**config.mk**
```make
export PLATFORM = sky130hd
export DESIGN_NAME = cache_top
export DESIGN_NICKNAME = d
export VERILOG_FILES = /design/src/hw/cache_pkg.sv /design/src/hw/byte_aligner.sv /design/src/hw/cache_ctrl.sv /design/src/hw/cache_data_array.sv /design/src/hw/cache_tag_store.sv /design/src/hw/cache_top.sv
export VERILOG_INCLUDE_DIRS = /design/src /design/src/include
export SDC_FILE = /design/constraint.sdc
export NUM_CORES = 2
export LEC_CHECK = 0
export BUFFER_PORTS_ARGS = -buffer_cell sky130_fd_sc_hd__clkbuf_2
export CORE_MARGIN = 2
export CORE_UTILIZATION = 45
export DETAILED_ROUTE_END_ITERATION = 12
export GPL_ROUTABILITY_DRIVEN = 1
export SETUP_SLACK_MARGIN = 0.1
export SLEW_MARGIN = 20
export SYNTH_ARGS = -nofsm -noshare
export SYNTH_HDL_FRONTEND = slang
export SYNTH_HIERARCHICAL = 1
export SYNTH_MEMORY_MAX_BITS = 65536
export SYNTH_SLANG_ARGS = --single-unit
```
**constraint.sdc**
```tcl
create_clock -name clk -period 4.8 [get_ports clk]
set_clock_uncertainty 0.15 [all_clocks]
set_input_delay 0.24 -clock clk [delete_from_list [all_inputs] [get_ports clk]]
set_output_delay 0.24 -clock clk [all_outputs]
set_load 0.005 [all_outputs]
```
**src/include/cache_cfg.svh**
```systemverilog
`ifndef CACHE_CFG_SVH
`define CACHE_CFG_SVH

// byte address seen by the processor and the bus
`define CACHE_ADDR_W 16

// line geometry
`define CACHE_LINE_BYTES 16
`define CACHE_OFFSET_W 4

// direct mapped, one line per index
`define CACHE_INDEX_W 5
`define CACHE_LINES 32

// whatever is left above index and offset
`define CACHE_TAG_W 7

`endif

```
**src/hw/cache_pkg.sv**
```systemverilog
`default_nettype none

`include "cache_cfg.svh"

package cache_pkg;

   // one full line, byte 0 in the low bits
   typedef logic [`CACHE_LINE_BYTES*8-1:0] cache_line_t;

   // one enable per line byte
   typedef logic [`CACHE_LINE_BYTES-1:0] byte_mask_t;

   // controller states
   // a miss loops fill -> compare so the retry always hits
   typedef enum logic [2:0] {
      idle,
      compare,
      write_back,
      fill,
      done
   } cache_state_t;

endpackage

`default_nettype wire

```
**src/hw/byte_aligner.sv**
```systemverilog
`timescale 1ns/10ps
`default_nettype none

`include "cache_cfg.svh"

module byte_aligner
   import cache_pkg::*;
(
   // start byte inside the line
   input  wire [`CACHE_OFFSET_W-1:0] offset,
   // access length minus one
   input  wire [`CACHE_OFFSET_W-1:0] size,
   input  wire cache_line_t          data_write,
   input  wire cache_line_t          line_rdata,
   output cache_line_t               store_data,
   output byte_mask_t                byte_mask,
   output cache_line_t               data_read
);

   // byte offset turned into a bit shift
   logic [`CACHE_OFFSET_W+2:0] bit_shift;

   // line moved down so the addressed byte sits at byte 0
   cache_line_t line_shifted;

   assign bit_shift = {offset, 3'b000};

   // processor byte 0 lands on line byte offset
   // anything pushed past the top falls off
   assign store_data = data_write << bit_shift;

   // high bytes fill with zero, covers the past-end case
   assign line_shifted = line_rdata >> bit_shift;

   // mask bit j covers line byte j
   // set when offset <= j and j - offset <= size
   always_comb begin
      byte_mask = '0;
      for (int j = 0; j < `CACHE_LINE_BYTES; j++) begin
         if ((j >= offset) && ((j - offset) <= size)) begin
            byte_mask[j] = 1'b1;
         end
      end
   end

   // keep only the requested bytes
   always_comb begin
      data_read = '0;
      for (int i = 0; i < `CACHE_LINE_BYTES; i++) begin
         if (i <= size) begin
            data_read[i*8 +: 8] = line_shifted[i*8 +: 8];
         end
      end
   end

endmodule

`default_nettype wire

```
**src/hw/cache_ctrl.sv**
```systemverilog
`timescale 1ns/10ps
`default_nettype none

`include "cache_cfg.svh"

module cache_ctrl
   import cache_pkg::*;
(
   input  wire                      clk,
   input  wire                      reset,
   // processor request
   input  wire                      enable,
   input  wire                      rw,
   input  wire [`CACHE_ADDR_W-1:0]  address,
   // lookup result from the tag store
   input  wire                      hit,
   input  wire                      victim_dirty,
   input  wire [`CACHE_TAG_W-1:0]   victim_tag,
   // memory answer
   input  wire                      bus_r,
   output logic                     ready,
   output logic                     store_wr,
   output logic                     fill_wr,
   output logic                     bus_en,
   output logic                     bus_wr,
   output logic [`CACHE_ADDR_W-1:0] bus_addr
);

   cache_state_t state;
   cache_state_t next_state;

   logic [`CACHE_TAG_W-1:0]   req_tag;
   logic [`CACHE_INDEX_W-1:0] req_index;

   // address fields of the pending request
   assign req_tag   = address[`CACHE_ADDR_W-1 -: `CACHE_TAG_W];
   assign req_index = address[`CACHE_OFFSET_W +: `CACHE_INDEX_W];

   always_ff @(posedge clk) begin
      if (reset) begin
         state <= idle;
      end else begin
         state <= next_state;
      end
   end

   always_comb begin
      next_state = state;
      case (state)
         idle: begin
            // request held until ready, so one sample is enough
            if (enable) begin
               next_state = compare;
            end
         end
         compare: begin
            if (hit) begin
               next_state = done;
            end else if (victim_dirty) begin
               next_state = write_back;
            end else begin
               // clean or empty victim, just overwrite it
               next_state = fill;
            end
         end
         write_back: begin
            // wait on memory, no other back-pressure
            if (bus_r) begin
               next_state = fill;
            end
         end
         fill: begin
            // line lands on this edge, look it up again
            if (bus_r) begin
               next_state = compare;
            end
         end
         done: begin
            next_state = idle;
         end
         default: begin
            next_state = idle;
         end
      endcase
   end

   // processor handshake, one cycle in done
   assign ready = (state == done);

   // store bytes only once the line is resident
   assign store_wr = (state == compare) && hit && rw;

   // fill data is only valid while bus_r is up
   assign fill_wr = (state == fill) && bus_r;

   // bus request held for the whole wait
   assign bus_en = (state == write_back) || (state == fill);
   assign bus_wr = (state == write_back);

   // victim line goes out under its old tag
   // fill fetches the requested line, both line aligned
   always_comb begin
      if (state == write_back) begin
         bus_addr = {victim_tag, req_index, {`CACHE_OFFSET_W{1'b0}}};
      end else begin
         bus_addr = {req_tag, req_index, {`CACHE_OFFSET_W{1'b0}}};
      end
   end

endmodule

`default_nettype wire

```
**src/hw/cache_data_array.sv**
```systemverilog
`timescale 1ns/10ps
`default_nettype none

`include "cache_cfg.svh"

module cache_data_array
   import cache_pkg::*;
(
   input  wire                      clk,
   input  wire [`CACHE_INDEX_W-1:0] index,
   // whole line from the bus
   input  wire                      fill_wr,
   input  wire cache_line_t         fill_data,
   // partial line from the processor
   input  wire                      store_wr,
   input  wire byte_mask_t          byte_mask,
   input  wire cache_line_t         store_data,
   output cache_line_t              line_rdata
);

   // line storage, no reset on contents
   cache_line_t line_mem [`CACHE_LINES];

   always_ff @(posedge clk) begin
      if (fill_wr) begin
         // refill replaces every byte
         line_mem[index] <= fill_data;
      end else if (store_wr) begin
         // byte lanes picked by the aligner mask
         for (int i = 0; i < `CACHE_LINE_BYTES; i++) begin
            if (byte_mask[i]) begin
               line_mem[index][i*8 +: 8] <= store_data[i*8 +: 8];
            end
         end
      end
   end

   // async read, feeds both the aligner and the bus
   assign line_rdata = line_mem[index];

endmodule

`default_nettype wire

```
**src/hw/cache_tag_store.sv**
```systemverilog
`timescale 1ns/10ps
`default_nettype none

`include "cache_cfg.svh"

module cache_tag_store (
   input  wire                      clk,
   input  wire                      reset,
   input  wire [`CACHE_INDEX_W-1:0] index,
   input  wire [`CACHE_TAG_W-1:0]   tag,
   // write hit marks the line modified
   input  wire                      store_wr,
   // refill installs a new clean line
   input  wire                      fill_wr,
   output logic                     hit,
   output logic                     victim_dirty,
   output logic [`CACHE_TAG_W-1:0]  victim_tag
);

   // tag bits, contents meaningless until valid
   logic [`CACHE_TAG_W-1:0] tag_mem [`CACHE_LINES];

   // status bits, cleared on reset
   logic [`CACHE_LINES-1:0] valid_q;
   logic [`CACHE_LINES-1:0] dirty_q;

   always_ff @(posedge clk) begin
      if (fill_wr) begin
         tag_mem[index] <= tag;
      end
   end

   always_ff @(posedge clk) begin
      if (reset) begin
         valid_q <= '0;
         dirty_q <= '0;
      end else if (fill_wr) begin
         // freshly fetched line matches memory
         valid_q[index] <= 1'b1;
         dirty_q[index] <= 1'b0;
      end else if (store_wr) begin
         dirty_q[index] <= 1'b1;
      end
   end

   // combinational lookup of the indexed entry
   assign victim_tag = tag_mem[index];

   // tag compare only counts on a valid entry
   assign hit = valid_q[index] && (tag_mem[index] == tag);

   // only valid modified lines need a write-back
   assign victim_dirty = valid_q[index] && dirty_q[index];

endmodule

`default_nettype wire

```
**src/hw/cache_top.sv**
```systemverilog
`timescale 1ns/10ps
`default_nettype none

`include "cache_cfg.svh"

module cache_top
   import cache_pkg::*;
(
   input  wire                       clk,
   input  wire                       reset,
   // processor port
   input  wire                       enable,
   input  wire                       rw,
   input  wire [`CACHE_ADDR_W-1:0]   address,
   input  wire [`CACHE_OFFSET_W-1:0] size,
   input  wire cache_line_t          data_write,
   output cache_line_t               data_read,
   output logic                      ready,
   // line-wide memory bus
   output logic                      bus_wr,
   output logic                      bus_en,
   output logic [`CACHE_ADDR_W-1:0]  bus_addr,
   output cache_line_t               bus_write,
   input  wire                       bus_r,
   input  wire cache_line_t          bus_read
);

   logic [`CACHE_TAG_W-1:0]    tag;
   logic [`CACHE_INDEX_W-1:0]  index;
   logic [`CACHE_OFFSET_W-1:0] offset;

   logic                    hit;
   logic                    victim_dirty;
   logic [`CACHE_TAG_W-1:0] victim_tag;
   logic                    store_wr;
   logic                    fill_wr;

   cache_line_t store_data;
   byte_mask_t  byte_mask;
   cache_line_t line_rdata;

   // tag | index | offset
   assign tag    = address[`CACHE_ADDR_W-1 -: `CACHE_TAG_W];
   assign index  = address[`CACHE_OFFSET_W +: `CACHE_INDEX_W];
   assign offset = address[`CACHE_OFFSET_W-1:0];

   cache_ctrl ctrl_i (
      .clk          (clk),
      .reset        (reset),
      .enable       (enable),
      .rw           (rw),
      .address      (address),
      .hit          (hit),
      .victim_dirty (victim_dirty),
      .victim_tag   (victim_tag),
      .bus_r        (bus_r),
      .ready        (ready),
      .store_wr     (store_wr),
      .fill_wr      (fill_wr),
      .bus_en       (bus_en),
      .bus_wr       (bus_wr),
      .bus_addr     (bus_addr)
   );

   cache_tag_store tag_store_i (
      .clk          (clk),
      .reset        (reset),
      .index        (index),
      .tag          (tag),
      .store_wr     (store_wr),
      .fill_wr      (fill_wr),
      .hit          (hit),
      .victim_dirty (victim_dirty),
      .victim_tag   (victim_tag)
   );

   cache_data_array data_array_i (
      .clk        (clk),
      .index      (index),
      .fill_wr    (fill_wr),
      .fill_data  (bus_read),
      .store_wr   (store_wr),
      .byte_mask  (byte_mask),
      .store_data (store_data),
      .line_rdata (line_rdata)
   );

   byte_aligner aligner_i (
      .offset     (offset),
      .size       (size),
      .data_write (data_write),
      .line_rdata (line_rdata),
      .store_data (store_data),
      .byte_mask  (byte_mask),
      .data_read  (data_read)
   );

   // victim data leaves straight from the array read port
   assign bus_write = line_rdata;

endmodule

`default_nettype wire

```
======== After elaboration in Yosys (flattened, before gate mapping) ========
Memory sizes are Yosys's and may differ from the RTL's.
Index checks and enable logic that the tools add are counted.
storage, ports and cells
  register bits after elaboration ......... 67
  RAM bits ................................ 4320
  output and inout port bits .............. 275
  logic and storage cells ................. 252
  memories ................................ 2
cells by class
  add/sub/neg operators ................... 16
  magnitude comparators ................... 48
  equal/unequal tests ..................... 8
  shifts and indexed selects .............. 2
  mux-type cells .......................... 128
  bitwise gates (word level) .............. 20
  reductions and logical operators ........ 25
memories
  name                   words  width  rd ports  clocked after Yosys merged registers in  write ports  RTL line                text
  data_array_i.line_mem  32     128    1         0                                        1            cache_data_array.sv:22  cache_line_t line_mem [`CACHE_LINES];
  tag_store_i.tag_mem    32     7      1         0                                        1            cache_tag_store.sv:21   logic [`CACHE_TAG_W-1:0] tag_mem [`CACHE_LINES];
operators with widths
  cell                                                                              count
  32-bit by 4-bit less-or-equal comparator with 1-bit output                        16
  8-bit 2-to-1 mux                                                                  31
  128-bit by 7-bit left shift with 128-bit output                                   1
  128-bit by 7-bit >> shifter with 128-bit output                                   1
  1-bit 2-to-1 mux                                                                  86
  32-bit 2-to-1 mux                                                                 2
  32-bit OR                                                                         2
  4-bit by 4-bit subtractor with 5-bit output (first input constant)                8
  32-bit bitwise AND                                                                1
  4-bit less-or-equal comparator (first input constant)                             8
  32-bit NOT                                                                        1
  4-bit >= comparator (first input constant)                                        7
  1-bit logical AND                                                                 21
  3-bit by 4-bit subtractor with 5-bit output (first input constant)                4
  3-bit by 4-bit >= comparator with 1-bit output (first input constant)             4
  3-bit by 4-bit less-or-equal comparator with 1-bit output (first input constant)  4
  16-bit 2-to-1 mux                                                                 1
  1-bit OR                                                                          16
  3-bit 2-to-1 mux                                                                  4
  3-bit case mux with 4 select lines                                                1
  1-bit binary-select mux with 5-bit select                                         2
  1-bit by 4-bit subtractor with 5-bit output (first input constant)                2
  2-bit by 4-bit subtractor with 5-bit output (first input constant)                2
  1-bit by 4-bit >= comparator with 1-bit output (first input constant)             2
  16 further kinds                                                                  20

======== Longest topological paths before layout ========
  depth after elaboration ................. 9
  mapped depth ............................ 17
  mapped depth without buffers ............ 12

======== Modules after synthesis ========
The synthesis kept the hierarchy.
modules (own cells, without submodules)
  module            times used  cells an instance  area an instance (um^2)  seq. area each (um^2)
  cache_data_array  1           8835               158293.1                 122998.0
  cache_tag_store   1           778                11454.7                  8007.7
  byte_aligner      1           1347               11274.6                  0.0
  cache_ctrl        1           36                 337.8                    60.1

======== Worst setup path before layout ========
Ideal clock, no wire load.
  path type ............................... input-to-reg
  start ................................... input port address[5]
  end ..................................... memory data_array_i/line_mem[0][16] in the netlist's numbering, data pin
  arrival ................................. 3.659 ns
  data required time ...................... 4.343 ns
  path slack .............................. 0.684 ns
  stages on the path ...................... 16
  buffers on the path ..................... 5
  cells stage by stage .................... buf_2 buf_2 mux2i_1 o22ai_1 nor4_1 a21oi_1 nor4_2 and4_1 and4bb_2 and2_1 buf_2 nor2b_1 clkbuf_1 buf_2 nand2_1 mux2_2
on the way
  cells in the longest elaborated chain, start to end .. 9
  elaborated cells between the ends (all ways) .. 11
  those cells by class .................... eq/ne: 1; mux: 6; reduce/logical: 3; memory: 1
ends and longest elaborated chain
  element                                                                                RTL line                text
  start: declaration                                                                     cache_top.sv:14         input wire [`CACHE_ADDR_W-1:0] address,
  memory 32 x 7 bit / 1-bit binary-select mux with 5-bit select (equally long branches)  n/a
  7-bit == test / 1-bit 2-to-1 mux (equally long branches)                               cache_tag_store.sv:50   assign hit = valid_q[index] && (tag_mem[index] == tag);
  1-bit logical AND (*)                                                                  cache_tag_store.sv:50
  via hit                                                                                cache_top.sv:32         logic hit;
  1-bit logical AND (*) (2 in a row)                                                     cache_ctrl.sv:91        assign store_wr = (state == compare) && hit && rw;
  via store_wr                                                                           cache_top.sv:35         logic store_wr;
  1-bit 2-to-1 mux (*)                                                                   cache_data_array.sv:28  end else if (store_wr) begin
  1-bit 2-to-1 mux (*)                                                                   cache_data_array.sv:25  if (fill_wr) begin
  1-bit 2-to-1 mux (not written as such) (*)                                             cache_data_array.sv:32  line_mem[index][i*8 +: 8] <= store_data[i*8 +: 8];
  8-bit 2-to-1 mux (no source line) (*)                                                  n/a
  end: declaration                                                                       cache_data_array.sv:22
Mark *: on every way through the listed nets, which the timed path passes. The rest lies on a longest branch. The select of a mux whose other input is x is not followed.

======== Worst setup path in the final report ========
  start ................................... input port address[5]
  end ..................................... output port data_read[9]
on the way
  cells in the longest elaborated chain, start to end .. 3
ends and longest elaborated chain
  element                                          RTL line            text
  memory 32 x 128 bit                              n/a
  128-bit by 7-bit >> shifter with 128-bit output  byte_aligner.sv:33  assign line_shifted = line_rdata >> bit_shift;
  8-bit 2-to-1 mux                                 byte_aligner.sv:50  if (i <= size) begin
  end: declaration                                 cache_top.sv:17     output cache_line_t data_read,
No other way between the ends.

==> flow_summary_export.csv <==
group,metric,value,unit
logic_synthesis,async_flop_share,0,
logic_synthesis,synth_top_flop_cell,"edfxtp_1",
power,worst_ir_drop_vdd,0.340,mV
cells_and_area,fin_nets,13300,
clocking,cts_sinks,4387,
drt,final_antenna_net_count,1,
worst_setup_path,arrival,4.42,ns
floorplanning,rows,233,
run_status,violations,"antenna rules, setup timing",
drt,drt_iter0_drc,14800,
floorplanning,die_h,639,um
logic_synthesis,synth-edff-count,4320,
worst_setup_path,crit_chain,"buf_12, buf_16, buf_12, buf_16, mux2i_1, o22ai_1, nor4_1, buf_4, nand2_1, mux2i_1, o2bb2ai_1, buf_12, mux2i_1, buf_4, o221ai_1, clkbuf_2",
run_status,status,"complete, but fails checks",
floorplanning,io_pins,556,
clocking,root_buffer,"clkbuf_16",
sta,hold_violations,0,
clocking,clkSlewWorstSetupHoldPaths,0.06,ns
worst_setup_path,critPathBufInv,8,
clocking,cts_tree,"built",
logic_synthesis,synthTopCellsByArea,"edfxtp_1, mux2i_1, o22ai_1",
worst_setup_path,critPathCaptureType,"primary output",
drt,wirelength,677000,um
clocking,htreeDepth,5,
grt,grt_overflow,0,
logic_synthesis,ys_ff_latch,4387,
logic_synthesis,syn_inst,11000,
grt,grt_max_degree,88,
clocking,clock_latency,1.03,ns
cells_and_area,drive_gt1_frac,0.245,
power,power.density,385,mW/mm2
cells_and_area,regArea,0.131,mm2
worst_setup_path,worst_path_largest_cell_delay,0.70,ns
drt,vias,116000,
logic_synthesis,ys_seq_area_frac,0.723,
floorplanning,die-area,0.408,mm2
sta,fin_ws,-0.00956,ns
grt,antenna_found_initial,133,
logic_synthesis,post-synth-top-area-fraction,0.715,
worst_setup_path,crit_family,"buffers and inverters",
clocking,clock_path_buffers,4,
logic_synthesis,yosysWarnings,6,
sta,finalCritPeriodShare,1.00,
worst_setup_path,cp_max_fo,40,
logic_synthesis,syn_area_per_cell,16.5,um2
cells_and_area,multi_input_area,0.0475,mm2
cells_and_area,final_cell_mix,"edfxtp_1, mux2i_1, buf_4",
grt,grt_pass1_vias,110000,
cells_and_area,syn_to_final_growth,21.4,%
grt,grt_pass1_wl,902000,um
floorplanning,die_w,639,um
sta,setup_violations,3,
logic_synthesis,syn_area,0.181,mm2
placement,portBuffers,551,
sta,drv_slew,0,
placement,dp_hpwl,467000,um
grt,grt_util_all_layers,0.323,
sta,max_freq,0.208,GHz
drt,wl_per_cell,36.0,um
floorplanning,core_area,0.402,mm2
placement,place_congestion,1.01,
grt,met1_usage,0.398,
worst_setup_path,start_kind,"input pin",
drt,firstDrtPassIters,6,
grt,grtUsageMet3,0.0851,
cells_and_area,fillers,31600,
cells_and_area,post-route-cell-area,0.220,mm2
sta,rsz0062_at_grt,"true",
drt,avgViaCountPerCell,6.19,
flow_run,max_cap_violations,0,
logic_synthesis,yosysTopAreaCell,"edfxtp_1",
floorplanning,start_util,0.451,
logic_synthesis,synth.distinct_cells,89,
clocking,numCtsBuffers,439,
sta,holdWs,0.0453,ns
drt,drc,0,
grt,met2_usage,0.491,
worst_setup_path,path_class,"input pin to primary output",
cells_and_area,final_common_cell,"edfxtp_1",
sta,post-route-min-period,4.81,ns
worst_setup_path,cp.required,4.41,ns
hold_path,hp-class,"input pin to register",
power,power_leakage,80.0,nW
placement,placed_cell_area,0.203,mm2
worst_setup_path,crit_path_top_delay_cell,"nor4_1",
sta,max-slew-margin-rel,0.0884,
sta,tightest_slew,1.37,ns
grt,top_usage_layer,"met2",
worst_setup_path,reg2reg_slack,0.24,ns
placement,place_ws,-0.916,ns
[stage by stage]
stage,util,setup TNS (ns),power (mW),cells
3_5_place_dp,0.504,-396.16,50.9,17600
6_report,0.548,-0.0186,84.8,18800
4_1_cts,0.545,0,84.7,18600
5_1_grt,0.547,0,86.6,18700
3_3_place_gp,0.504,-611.97,50.8,17600
2_1_floorplan,-,0,46.2,11000
[repair_timing]
item / 4_1_cts / 5_1_grt
pin swaps: 4 / 3
hold endpoints to repair: 4204 / 0
endpoints found under the setup margin: 173 / 918
gates cloned: 12 / 6
setup buffers: 3 / 6
gates resized for setup: 90 / 64
hold buffers: 140 / 0
[synthesized netlist by cell type (all sizes together), types with 50 or more instances]
library cell  instances
edfxtp             4320
mux2i              2321
o22ai              1090
nor2                766
buf                 451
nand2               314
clkbuf              292
nor4                272
mux2                199
mux4                143
a21oi               117
a22oi                86
o21ai                69
dfxtp                67
ha                   50
[logic make-up after synthesis]
family,share of synthesized area
flops,0.723
mux,0.158
simple gates,0.0411
compound gates,0.0530
buf+inv,0.0212
fa+ha+maj,0.00345
xor+xnor,0.000338
other cells,0.0000207
[state kept, by name (all words and copies together), names as in the netlist, named ones only]
name / count
ctrl_i/state: 3
data_array_i/line_mem: 4096
tag_store_i/tag_mem: 224
tag_store_i/valid_q: 32
[path summary, 6_finish.rpt]
kind                                        to                 startpoint  cells after the start
setup reg to reg  data_array_i/line_mem[0][52]  tag_store_i/tag_mem[3][2]                     14
setup / recovery                  data_read[9]                 address[5]                     16
hold / removal                        register                 address[7]                      6
hold reg to reg        tag_store_i/valid_q[12]    tag_store_i/valid_q[12]                      2
[tightest hold or removal path: cells and delay by family]
family,cells,cell delay [ns]
compound gates,1,0.12
buf+inv,3,0.53
simple gates,2,0.25
[report_power, final]
group          leakage (nW)  internal [mW]  total, mW  switching (mW)
combinational          33.7           2.89       8.64            5.75
clock                  6.96           19.4       34.0            14.7
sequential             39.4           42.1       42.1          0.0126
total                  80.0           64.3       84.8            20.4
[area by class of cell]
class | count | share of cell area
timing repair buffer | 2255 | 0.0921
antenna | 173 | 0.00197
clock inverter | 284 | 0.0130
inverter | 40 | 0.000710
multi-input combinational | 5829 | 0.215
sequential | 4387 | 0.595
tap | 5287 | 0.0300
clock buffer | 522 | 0.0517
[routing by layer]
metal | vias up | share of wire | wire length, um
li1 | 48100 | - | -
met1 | 59500 | 0.36 | 240000
met2 | 7074 | 0.45 | 305000
met3 | 1605 | 0.11 | 72800
met4 | 30 | 0.086 | 57900
met5 | - | 0.00036 | 245
Power figures use the tool's default switching activity.
